--- src/common/spi_pkg.sv ---
////////////////////////////////////////////////////////////
// spi frame definitions
// one frame is an address byte followed by a value byte
////////////////////////////////////////////////////////////

`default_nettype none

package spi_pkg;

  // only legal frame length, in sclk cycles
  localparam int FRAME_BITS = 16;

  // msb first on the wire, so addr is shifted in before val
  typedef struct packed {
    logic [7:0] addr;
    logic [7:0] val;
  } spi_frame_t;

endpackage

`default_nettype wire

--- src/common/regmap_pkg.sv ---
////////////////////////////////////////////////////////////
// control register map
// addresses, set/clear value layout and register payloads
////////////////////////////////////////////////////////////

`default_nettype none

package regmap_pkg;

  // register addresses, the gaps are unused
  typedef enum logic [7:0] {
    POWERUP_CLR = 8'd6,
    LED         = 8'd7,
    MUX         = 8'd8,
    DAC         = 8'd9,
    SOFT_RST    = 8'd11,
    ADC         = 8'd14
  } reg_addr_e;

  // value byte of a set/clear/toggle write
  // both bits of a pair set means toggle
  typedef struct packed {
    logic [3:0] clr;
    logic [3:0] set;
  } sct_val_t;

  // board led enables
  typedef struct packed {
    logic [3:0] en;
  } led_ctl_t;

  // dac control lines
  typedef struct packed {
    logic rst;
    logic uni_bip_b;
    logic uni_bip_a;
    logic ldac;
  } dac_ctl_t;

  // adc reset and mode pins
  typedef struct packed {
    logic rst;
    logic m2;
    logic m1;
    logic m0;
  } adc_ctl_t;

  // dac comes up held in reset with ldac high
  localparam dac_ctl_t DAC_RST_VAL = '{rst: 1'b1, uni_bip_b: 1'b1, uni_bip_a: 1'b1, ldac: 1'b1};

endpackage

`default_nettype wire

--- src/spi_slave/spi_frame_rx.sv ---
////////////////////////////////////////////////////////////
// spi mode 0 slave, oversampled in the clk domain
// shifts in 16 bit frames, strobes the address byte
// and shifts register read data back out on sdo
////////////////////////////////////////////////////////////

`timescale 1ns/10ps
`default_nettype none

module spi_frame_rx (
  input  logic                  clk,
  input  logic                  arst_n,
  input  logic                  sclk,
  input  logic                  cs_n,
  input  logic                  mosi,
  output logic                  sdo,
  output logic                  rd_strobe,
  output regmap_pkg::reg_addr_e rd_addr,
  input  logic [7:0]            rd_data,
  output logic                  frame_done,
  output spi_pkg::spi_frame_t   frame
);

  import spi_pkg::*;
  import regmap_pkg::*;

  localparam int ADDR_BITS = $bits(reg_addr_e);
  // room to count past a full frame
  localparam int CNT_BITS  = $clog2(FRAME_BITS + 2);

  // [0] is the first sync flop, [2] only feeds edge detect
  logic [2:0]            sclk_sh;
  logic [2:0]            cs_sh;
  logic [1:0]            mosi_sh;
  logic                  sclk_rise;
  logic                  sclk_fall;
  logic                  cs_rise;
  logic                  cs_fall;
  logic                  cs_active;
  logic                  addr_bit;
  logic [CNT_BITS-1:0]   bit_cnt;
  logic [FRAME_BITS-1:0] rx_sh;
  logic [7:0]            tx_sh;
  logic                  rd_pend;

  ////////////////////////////////////////////////////////////
  // pin synchronizers

  always_ff @(posedge clk or negedge arst_n)
  begin
    if (!arst_n)
    begin
      // idle bus, chip select released
      sclk_sh <= '0;
      cs_sh   <= '1;
      mosi_sh <= '0;
    end
    else
    begin
      sclk_sh <= {sclk_sh[1:0], sclk};
      cs_sh   <= {cs_sh[1:0], cs_n};
      mosi_sh <= {mosi_sh[0], mosi};
    end
  end

  assign sclk_rise = sclk_sh[1] & ~sclk_sh[2];
  assign sclk_fall = ~sclk_sh[1] & sclk_sh[2];
  assign cs_rise   = cs_sh[1] & ~cs_sh[2];
  assign cs_fall   = ~cs_sh[1] & cs_sh[2];
  assign cs_active = ~cs_sh[1];

  // last bit of the address byte arriving now
  assign addr_bit  = cs_active && sclk_rise && (bit_cnt == CNT_BITS'(ADDR_BITS - 1));

  ////////////////////////////////////////////////////////////
  // bit count, strobes and reply shifter

  always_ff @(posedge clk or negedge arst_n)
  begin
    if (!arst_n)
    begin
      bit_cnt    <= '0;
      rd_strobe  <= 1'b0;
      rd_pend    <= 1'b0;
      frame_done <= 1'b0;
      tx_sh      <= '0;
      sdo        <= 1'b0;
    end
    else
    begin
      rd_strobe  <= addr_bit;
      // bank answers one clk after the strobe
      rd_pend    <= rd_strobe;
      // only an exact 16 bit frame is handed on
      frame_done <= cs_rise && (bit_cnt == CNT_BITS'(FRAME_BITS));

      // saturates at 17, anything past 16 is a bad frame
      if (cs_fall)
        bit_cnt <= '0;
      else if (cs_active && sclk_rise && (bit_cnt <= CNT_BITS'(FRAME_BITS)))
        bit_cnt <= bit_cnt + 1'b1;

      // reply upper byte is zeros, shifted out before the load
      if (cs_fall || cs_rise)
      begin
        tx_sh <= '0;
        sdo   <= 1'b0;
      end
      else if (rd_pend)
        tx_sh <= rd_data;
      else if (cs_active && sclk_fall)
        {sdo, tx_sh} <= {tx_sh, 1'b0};
    end
  end

  ////////////////////////////////////////////////////////////
  // receive data path

  always_ff @(posedge clk)
  begin
    if (cs_active && sclk_rise)
      rx_sh <= {rx_sh[FRAME_BITS-2:0], mosi_sh[1]};
    // address is complete including the bit sampled now
    if (addr_bit)
      rd_addr <= reg_addr_e'({rx_sh[ADDR_BITS-2:0], mosi_sh[1]});
    if (cs_rise)
      frame <= spi_frame_t'(rx_sh);
  end

endmodule

`default_nettype wire

--- src/reg_bank/sct_reg.sv ---
////////////////////////////////////////////////////////////
// set/clear/toggle control register
// per bit: set -> 1, clr -> 0, both -> invert
////////////////////////////////////////////////////////////

`timescale 1ns/10ps
`default_nettype none

module sct_reg #(
  parameter type      payload_t = regmap_pkg::led_ctl_t,
  parameter payload_t RST_VAL   = '0
) (
  input  logic                 clk,
  input  logic                 arst_n,
  input  logic                 wr,
  input  regmap_pkg::sct_val_t val,
  input  logic                 clr_all,
  output payload_t             q
);

  localparam int W = $bits(payload_t);

  logic [W-1:0] cur;
  logic [W-1:0] both;
  logic [W-1:0] nxt;

  assign cur  = q;
  assign both = val.set & val.clr;
  // set and clr first, then flip the bits given both
  assign nxt  = ((cur | val.set) & ~val.clr) | (both & ~cur);

  always_ff @(posedge clk or negedge arst_n)
  begin
    if (!arst_n)
      q <= RST_VAL;
    else if (clr_all)
      q <= payload_t'('0);
    else if (wr)
      q <= payload_t'(nxt);
  end

endmodule

`default_nettype wire

--- src/reg_bank/reg_bank.sv ---
////////////////////////////////////////////////////////////
// control register bank
// turns finished spi frames into register writes and
// clears, and returns the addressed register on reads
////////////////////////////////////////////////////////////

`timescale 1ns/10ps
`default_nettype none

module reg_bank #(
  parameter int N_PERIPH = 8
) (
  input  logic                  clk,
  input  logic                  arst_n,
  input  logic                  frame_done,
  input  spi_pkg::spi_frame_t   frame,
  input  logic                  rd_strobe,
  input  regmap_pkg::reg_addr_e rd_addr,
  output logic [7:0]            rd_data,
  output regmap_pkg::led_ctl_t  led,
  output regmap_pkg::dac_ctl_t  dac_ctl,
  output regmap_pkg::adc_ctl_t  adc_ctl,
  output logic [N_PERIPH-1:0]   mux_sel
);

  import regmap_pkg::*;

  logic                wr_led;
  logic                wr_dac;
  logic                wr_adc;
  logic                wr_mux;
  logic                soft_rst;
  logic                pwr_clr;
  sct_val_t            wr_val;
  logic [N_PERIPH-1:0] mux_next;

  ////////////////////////////////////////////////////////////
  // address decode

  assign wr_val   = sct_val_t'(frame.val);
  assign wr_led   = frame_done && (frame.addr == LED);
  assign wr_dac   = frame_done && (frame.addr == DAC);
  assign wr_adc   = frame_done && (frame.addr == ADC);
  assign wr_mux   = frame_done && (frame.addr == MUX);
  assign soft_rst = frame_done && (frame.addr == SOFT_RST);
  // rails check passed, dac config already done
  assign pwr_clr  = frame_done && (frame.addr == POWERUP_CLR);

  sct_reg #(
    .payload_t (led_ctl_t),
    .RST_VAL   ('0)
  ) led_reg_i (
    .clk     (clk),
    .arst_n  (arst_n),
    .wr      (wr_led),
    .val     (wr_val),
    .clr_all (soft_rst | pwr_clr),
    .q       (led)
  );

  // dac keeps its setup across a powerup clear
  sct_reg #(
    .payload_t (dac_ctl_t),
    .RST_VAL   (DAC_RST_VAL)
  ) dac_reg_i (
    .clk     (clk),
    .arst_n  (arst_n),
    .wr      (wr_dac),
    .val     (wr_val),
    .clr_all (soft_rst),
    .q       (dac_ctl)
  );

  sct_reg #(
    .payload_t (adc_ctl_t),
    .RST_VAL   ('0)
  ) adc_reg_i (
    .clk     (clk),
    .arst_n  (arst_n),
    .wr      (wr_adc),
    .val     (wr_val),
    .clr_all (soft_rst | pwr_clr),
    .q       (adc_ctl)
  );

  ////////////////////////////////////////////////////////////
  // peripheral mux, value n selects bit n-1

  always_comb
  begin
    // 0 and anything above N_PERIPH match no bit
    for (int i = 0; i < N_PERIPH; i++)
      mux_next[i] = (frame.val == 8'(i + 1));
  end

  always_ff @(posedge clk or negedge arst_n)
  begin
    if (!arst_n)
      mux_sel <= '0;
    else if (soft_rst)
      mux_sel <= '0;
    else if (wr_mux)
      mux_sel <= mux_next;
  end

  // readback, latched on the address strobe
  always_ff @(posedge clk)
  begin
    if (rd_strobe)
    begin
      case (rd_addr)
        LED:     rd_data <= {4'b0000, led};
        MUX:     rd_data <= 8'(mux_sel);
        DAC:     rd_data <= {4'b0000, dac_ctl};
        ADC:     rd_data <= {4'b0000, adc_ctl};
        default: rd_data <= 8'h00;
      endcase
    end
  end

endmodule

`default_nettype wire

--- src/verilog/spi_route.sv ---
////////////////////////////////////////////////////////////
// second chip select router
// fans cs2_n out by the mux register, returns miso
////////////////////////////////////////////////////////////

`timescale 1ns/10ps
`default_nettype none

module spi_route #(
  parameter int N_PERIPH = 8
) (
  input  logic                cs2_n,
  input  logic [N_PERIPH-1:0] mux_sel,
  input  logic                sdo,
  input  logic [N_PERIPH-1:0] periph_miso,
  output logic [N_PERIPH-1:0] periph_cs_n,
  output logic                miso
);

  // purely combinational, follows cs2_n with no delay
  always_comb
  begin
    if (cs2_n)
    begin
      // nothing selected, bank slave owns miso
      periph_cs_n = '1;
      miso        = sdo;
    end
    else
    begin
      periph_cs_n = ~mux_sel;
      // unselected lines masked off
      miso        = |(mux_sel & periph_miso);
    end
  end

endmodule

`default_nettype wire

--- src/verilog/gray_blinker.sv ---
////////////////////////////////////////////////////////////
// heartbeat blinker, free running 4 bit gray count
////////////////////////////////////////////////////////////

`timescale 1ns/10ps
`default_nettype none

module gray_blinker #(
  parameter int LOG2_DELAY = 20
) (
  input  logic       clk,
  input  logic       arst_n,
  output logic [3:0] heartbeat
);

  logic [LOG2_DELAY+3:0] counter;
  logic [3:0]            step_q;

  always_ff @(posedge clk or negedge arst_n)
  begin
    if (!arst_n)
    begin
      counter <= '0;
      step_q  <= '0;
    end
    else
    begin
      counter <= counter + 1'b1;
      // top nibble steps every 2**LOG2_DELAY clk
      step_q  <= counter[LOG2_DELAY+3:LOG2_DELAY];
    end
  end

  // binary to gray
  assign heartbeat = step_q ^ (step_q >> 1);

endmodule

`default_nettype wire

--- src/verilog/board_ctrl_top.sv ---
////////////////////////////////////////////////////////////
// board controller top
// spi slave, register bank, cs router and heartbeat
////////////////////////////////////////////////////////////

`timescale 1ns/10ps
`default_nettype none

module board_ctrl_top #(
  parameter int N_PERIPH   = 8,
  parameter int LOG2_DELAY = 20
) (
  input  logic                 clk,
  input  logic                 arst_n,
  // mcu side
  input  logic                 sclk,
  input  logic                 cs_n,
  input  logic                 mosi,
  input  logic                 cs2_n,
  output logic                 miso,
  // routed peripherals
  input  logic [N_PERIPH-1:0]  periph_miso,
  output logic [N_PERIPH-1:0]  periph_cs_n,
  output logic                 periph_sclk,
  output logic                 periph_mosi,
  // board control lines
  output regmap_pkg::led_ctl_t led,
  output logic [3:0]           heartbeat,
  output regmap_pkg::dac_ctl_t dac_ctl,
  output regmap_pkg::adc_ctl_t adc_ctl,
  input  logic                 adc_drdy_n,
  output logic                 irq_n
);

  import spi_pkg::*;
  import regmap_pkg::*;

  logic                sdo;
  logic                rd_strobe;
  reg_addr_e           rd_addr;
  logic [7:0]          rd_data;
  logic                frame_done;
  spi_frame_t          frame;
  logic [N_PERIPH-1:0] mux_sel;

  ////////////////////////////////////////////////////////////
  // pass through

  // sclk and mosi reach every peripheral, only cs is routed
  assign periph_sclk = sclk;
  assign periph_mosi = mosi;
  // adc data ready is the only interrupt source
  assign irq_n       = adc_drdy_n;

  ////////////////////////////////////////////////////////////
  // blocks

  spi_frame_rx spi_frame_rx_i (
    .clk        (clk),
    .arst_n     (arst_n),
    .sclk       (sclk),
    .cs_n       (cs_n),
    .mosi       (mosi),
    .sdo        (sdo),
    .rd_strobe  (rd_strobe),
    .rd_addr    (rd_addr),
    .rd_data    (rd_data),
    .frame_done (frame_done),
    .frame      (frame)
  );

  reg_bank #(
    .N_PERIPH (N_PERIPH)
  ) reg_bank_i (
    .clk        (clk),
    .arst_n     (arst_n),
    .frame_done (frame_done),
    .frame      (frame),
    .rd_strobe  (rd_strobe),
    .rd_addr    (rd_addr),
    .rd_data    (rd_data),
    .led        (led),
    .dac_ctl    (dac_ctl),
    .adc_ctl    (adc_ctl),
    .mux_sel    (mux_sel)
  );

  spi_route #(
    .N_PERIPH (N_PERIPH)
  ) spi_route_i (
    .cs2_n       (cs2_n),
    .mux_sel     (mux_sel),
    .sdo         (sdo),
    .periph_miso (periph_miso),
    .periph_cs_n (periph_cs_n),
    .miso        (miso)
  );

  gray_blinker #(
    .LOG2_DELAY (LOG2_DELAY)
  ) gray_blinker_i (
    .clk       (clk),
    .arst_n    (arst_n),
    .heartbeat (heartbeat)
  );

endmodule

`default_nettype wire

--- config.mk ---
export PLATFORM = sky130hd
export DESIGN_NAME = board_ctrl_top
export DESIGN_NICKNAME = d
export VERILOG_FILES = /design/src/common/spi_pkg.sv /design/src/common/regmap_pkg.sv /design/src/spi_slave/spi_frame_rx.sv /design/src/reg_bank/sct_reg.sv /design/src/reg_bank/reg_bank.sv /design/src/verilog/spi_route.sv /design/src/verilog/gray_blinker.sv /design/src/verilog/board_ctrl_top.sv
export SDC_FILE = /design/constraint.sdc
export NUM_CORES = 1
export LEC_CHECK = 0
export BUFFER_PORTS_ARGS = -buffer_cell sky130_fd_sc_hd__buf_4
export CAP_MARGIN = 20
export CORE_MARGIN = 1.5
export CORE_UTILIZATION = 64
export DETAILED_ROUTE_END_ITERATION = 10
export PLACE_DENSITY = 0.9
export RECOVER_POWER = 100
export SLEW_MARGIN = 15
export SYNTH_ARGS = -nofsm -noshare
export SYNTH_HDL_FRONTEND = slang
export SYNTH_HIERARCHICAL = 1
export SYNTH_SLANG_ARGS = --single-unit
--- constraint.sdc ---
create_clock -name clk -period 3.15 [get_ports clk]
set_input_delay 0.4725 -clock clk [delete_from_list [all_inputs] [get_ports clk]]
set_output_delay 0.4725 -clock clk [all_outputs]
set_load 0.05 [all_outputs]
==> impl_metrics.json <==
{
  "synth_edf_count": 48,
  "cts-root-buf": "clkbuf_8",
  "fill_cells": 468,
  "slowest_stage": "nor3_1",
  "ys.flop_type": "dfrtp_1",
  "synthMuxAreaShare": 0.0199,
  "synth_area_um2": 5150,
  "async_flop_share": 0.603,
  "final_max_slew_viol_count": 74,
  "synth_warnings": 6,
  "hp-start": "cs_n",
  "min_path_type": "in2reg",
  "setup_viol": 0,
  "clkSlewWorstSetupHoldPaths_ns": 0.06,
  "grt_antenna_before_repair": 0,
  "wirelength_mm": 10.5,
  "final_hold_viol_count": 0,
  "place.gp.congestion": 0.886,
  "holdWs_ns": 0.0703,
  "ff2ff_setup_slack_ns": 0.54,
  "core_area_um2": 7770,
  "rsz0062_at_grt": "false",
  "yosys-top-cells-area": "dfrtp_1 32%, edfxtp_1 28%, dfstp_2 3.6%, xnor2_1 3.1%, nand3b_1 2.6%",
  "ys_types": 56,
  "yosys.area.top_type": "dfrtp_1",
  "detail_route.wl_per_cell_um": 19.6,
  "fmax_ghz": 0.383,
  "synth_top_area_share": 0.320,
  "overflow": 0,
  "synth_fa_ha_area_frac": 0.0121,
  "synthXorXnorAreaFrac": 0.0442,
  "die_area_um2": 8600,
  "yosysMostFrequentCell": "dfrtp_1",
  "cp_data_required_time_ns": 3.57,
  "dr_wl_met2_mm": 4.99,
  "violations": "capacitance limit, slew limit",
  "outcome": "finished with violations",
  "post-cts-setup-buffers": 0,
  "vias": 3449,
  "synthCells": 377,
  "cp_max_fo": 18,
  "drt_first_pass_iters": 5,
  "finalCriticalPeriod_ns": 2.61,
  "reg2reg_depth": 4,
  "cts.htree.levels": 4,
  "finClkSkew_ns": 0.00798,
  "numClockSinks": 121,
  "final_net_count": 443,
  "top_layer_used": "met4",
  "setup_tns_ns": 0,
  "yosysSeqAreaShare": 0.636,
  "area_growth_pct": 15.0,
  "grt_start_max_net_pins": 74,
  "holdPathStages": 1,
  "portBuffers": 40,
  "yosys-top-cells-count": "66 x dfrtp_1, 48 x edfxtp_1, 18 x nand3b_1, 18 x xnor2_1, 17 x a21oi_1",
  "synth_seq_cells": 121,
  "synth-simple-area-share": 0.138,
  "cp_top_family": "simple AND/OR/NAND/NOR gates",
  "drt_iter0_markers": 386,
  "cp-end-kind": "flop",
  "grtUsageTotal": 0.268,
  "ctsResizeCount": 0,
  "cts_buffer_depth": 2,
  "die-height_um": 92.7,
  "critPathMaxStageDelay_ns": 0.88,
  "synth_compound_gate_area_share": 0.118,
  "start_util": 0.664,
  "maxCapViolations": 1,
  "setup.worst_path.start_class": "flop",
  "n_antenna_cell": 0,
  "grt_pass1_wl_mm": 17.1,
  "post-route-util": 0.763,
  "reg2reg_from": "spi_frame_rx_i/frame[12]",
  "cts_buffers": 17,
  "finalPower_w": 0.00365,
  "min_to": "spi_frame_rx_i/cs_sh[0]",
  "synth_top_family_by_area": "simple AND/OR/NAND/NOR gates",
  "critical_path_buf_inv_count": 0,
  "p_leak_nw": 2.35,
  "relSlewSlack": -0.140,
  "power_per_cell_area_nw_per_um2": 615,
  "ir_drop_v": 0.000460,
  "dp_hpwl_mm": 6.48,
  "via_per_inst": 6.41,
  "crit_type": "reg2reg",
  "worst_pin_slew_ns": 1.71,
  "met3_length_um": 905,
  "drtAntennaViolNets": 0,
  "drive_above_1_share": 0.140,
  "hold_buffers": 0,
  "finalCritPeriodShare": 0.829,
  "synth_fp_nets": 397,
  "grt_pass1_vias": 3301,
  "worstPathCellList": "or4b_1, nor3_1, nand3b_1, a21oi_1",
  "avgSynthCellArea_um2": 13.7,
  "arrival_ns": 3.03,
  "cts_tree": "yes",
  "io_pins": 43,
  "drc_errors": 0,
  "r2r_end": "reg_bank_i/led_reg_i/q[0]",
  "met1_length_mm": 4.33,
  "clock_latency_ns": 0.51,
  "dieWidth_um": 92.7,
  "placementRows": 32
}
[worst max-delay path by stage]
stage,startpoint,endpoint,slack [ns],cells past startpoint
floorplan,spi_frame_rx_i/frame[12],reg_bank_i/adc_reg_i/q[0],1.09,5
global placement,spi_frame_rx_i/frame[12],reg_bank_i/led_reg_i/q[1],1.16,4
detailed placement,spi_frame_rx_i/frame[12],reg_bank_i/led_reg_i/q[2],1.04,4
CTS,spi_frame_rx_i/frame[12],reg_bank_i/led_reg_i/q[0],0.87,4
global route,spi_frame_rx_i/frame[12],reg_bank_i/led_reg_i/q[0],0.43,4
finish,spi_frame_rx_i/frame[12],reg_bank_i/led_reg_i/q[0],0.54,4
[sequential cells by signal (all words and copies together) (netlist names), 4 cells and up]
signal                  flops
reg_bank_i/dac_reg_i/q      4
spi_frame_rx_i/rd_addr      8
spi_frame_rx_i/tx_sh        8
reg_bank_i/mux_sel          8
reg_bank_i/led_reg_i/q      4
spi_frame_rx_i/bit_cnt      5
spi_frame_rx_i/rx_sh       16
reg_bank_i/adc_reg_i/q      4
reg_bank_i/rd_data          8
gray_blinker_i/counter     24
spi_frame_rx_i/frame       16
gray_blinker_i/step_q       4
[cell type report]
| class | count | area, um^2 | share of cell area |
|---|---|---|---|
| Inverter | 10 | 37.5 | 0.00633 |
| Clock inverter | 8 | 80.1 | 0.0135 |
| Clock buffer | 24 | 512 | 0.0864 |
| Tap cell | 102 | 128 | 0.0215 |
| Multi-Input combinational cell | 228 | 1670 | 0.282 |
| Sequential cell | 121 | 3280 | 0.553 |
| Timing Repair Buffer | 45 | 219 | 0.0370 |
[layout by cell type (no fill, tap or decap), types with 8 or more instances in the layout]
cell,count
edfxtp_1,48
xor2_1,8
o41ai_1,8
o31ai_1,9
inv_1,10
o21ai_0,8
a21bo_1,12
nand3_1,12
nand2b_1,9
nor2_1,8
clkbuf_16,17
nand4_1,8
and3_1,8
nand3b_1,18
a21oi_1,18
nand2_1,11
mux2i_1,8
clkbuf_1,32
buf_4,10
xnor2_1,18
dfrtp_1,66
[cell families (layout without fill, tap and decap cells)]
group,Yosys count,count (layout)
compound gates,79,79
xor+xnor,26,26
fa+ha+maj,5,5
buf+inv,28,87
flops,121,121
mux,10,10
simple gates,108,108
[where the power goes]
group	internal (W)	total, W	switching, W
sequential	0.00166	0.00168	0.0000197
combinational	0.0000315	0.0000902	0.0000587
clock	0.00120	0.00187	0.000671
[metal layers]
metal / track usage / vias up
li1: - / 1516
met4: 0.129 / 0
met5: 0 / -
met2: 0.406 / 221
met3: 0.0755 / 33
met1: 0.361 / 1679
[stage by stage]
step / cells / instance area (um^2) / worst slack [ns]
floorplan: 377 / 5150 / 1.09
global placement: 506 / 5490 / 1.16
detailed placement: 506 / 5490 / 1.04
CTS: 538 / 6080 / 0.867
global route: 538 / 5930 / 0.433
finish: 538 / 5930 / 0.540
Power figures use the tool's default switching activity.
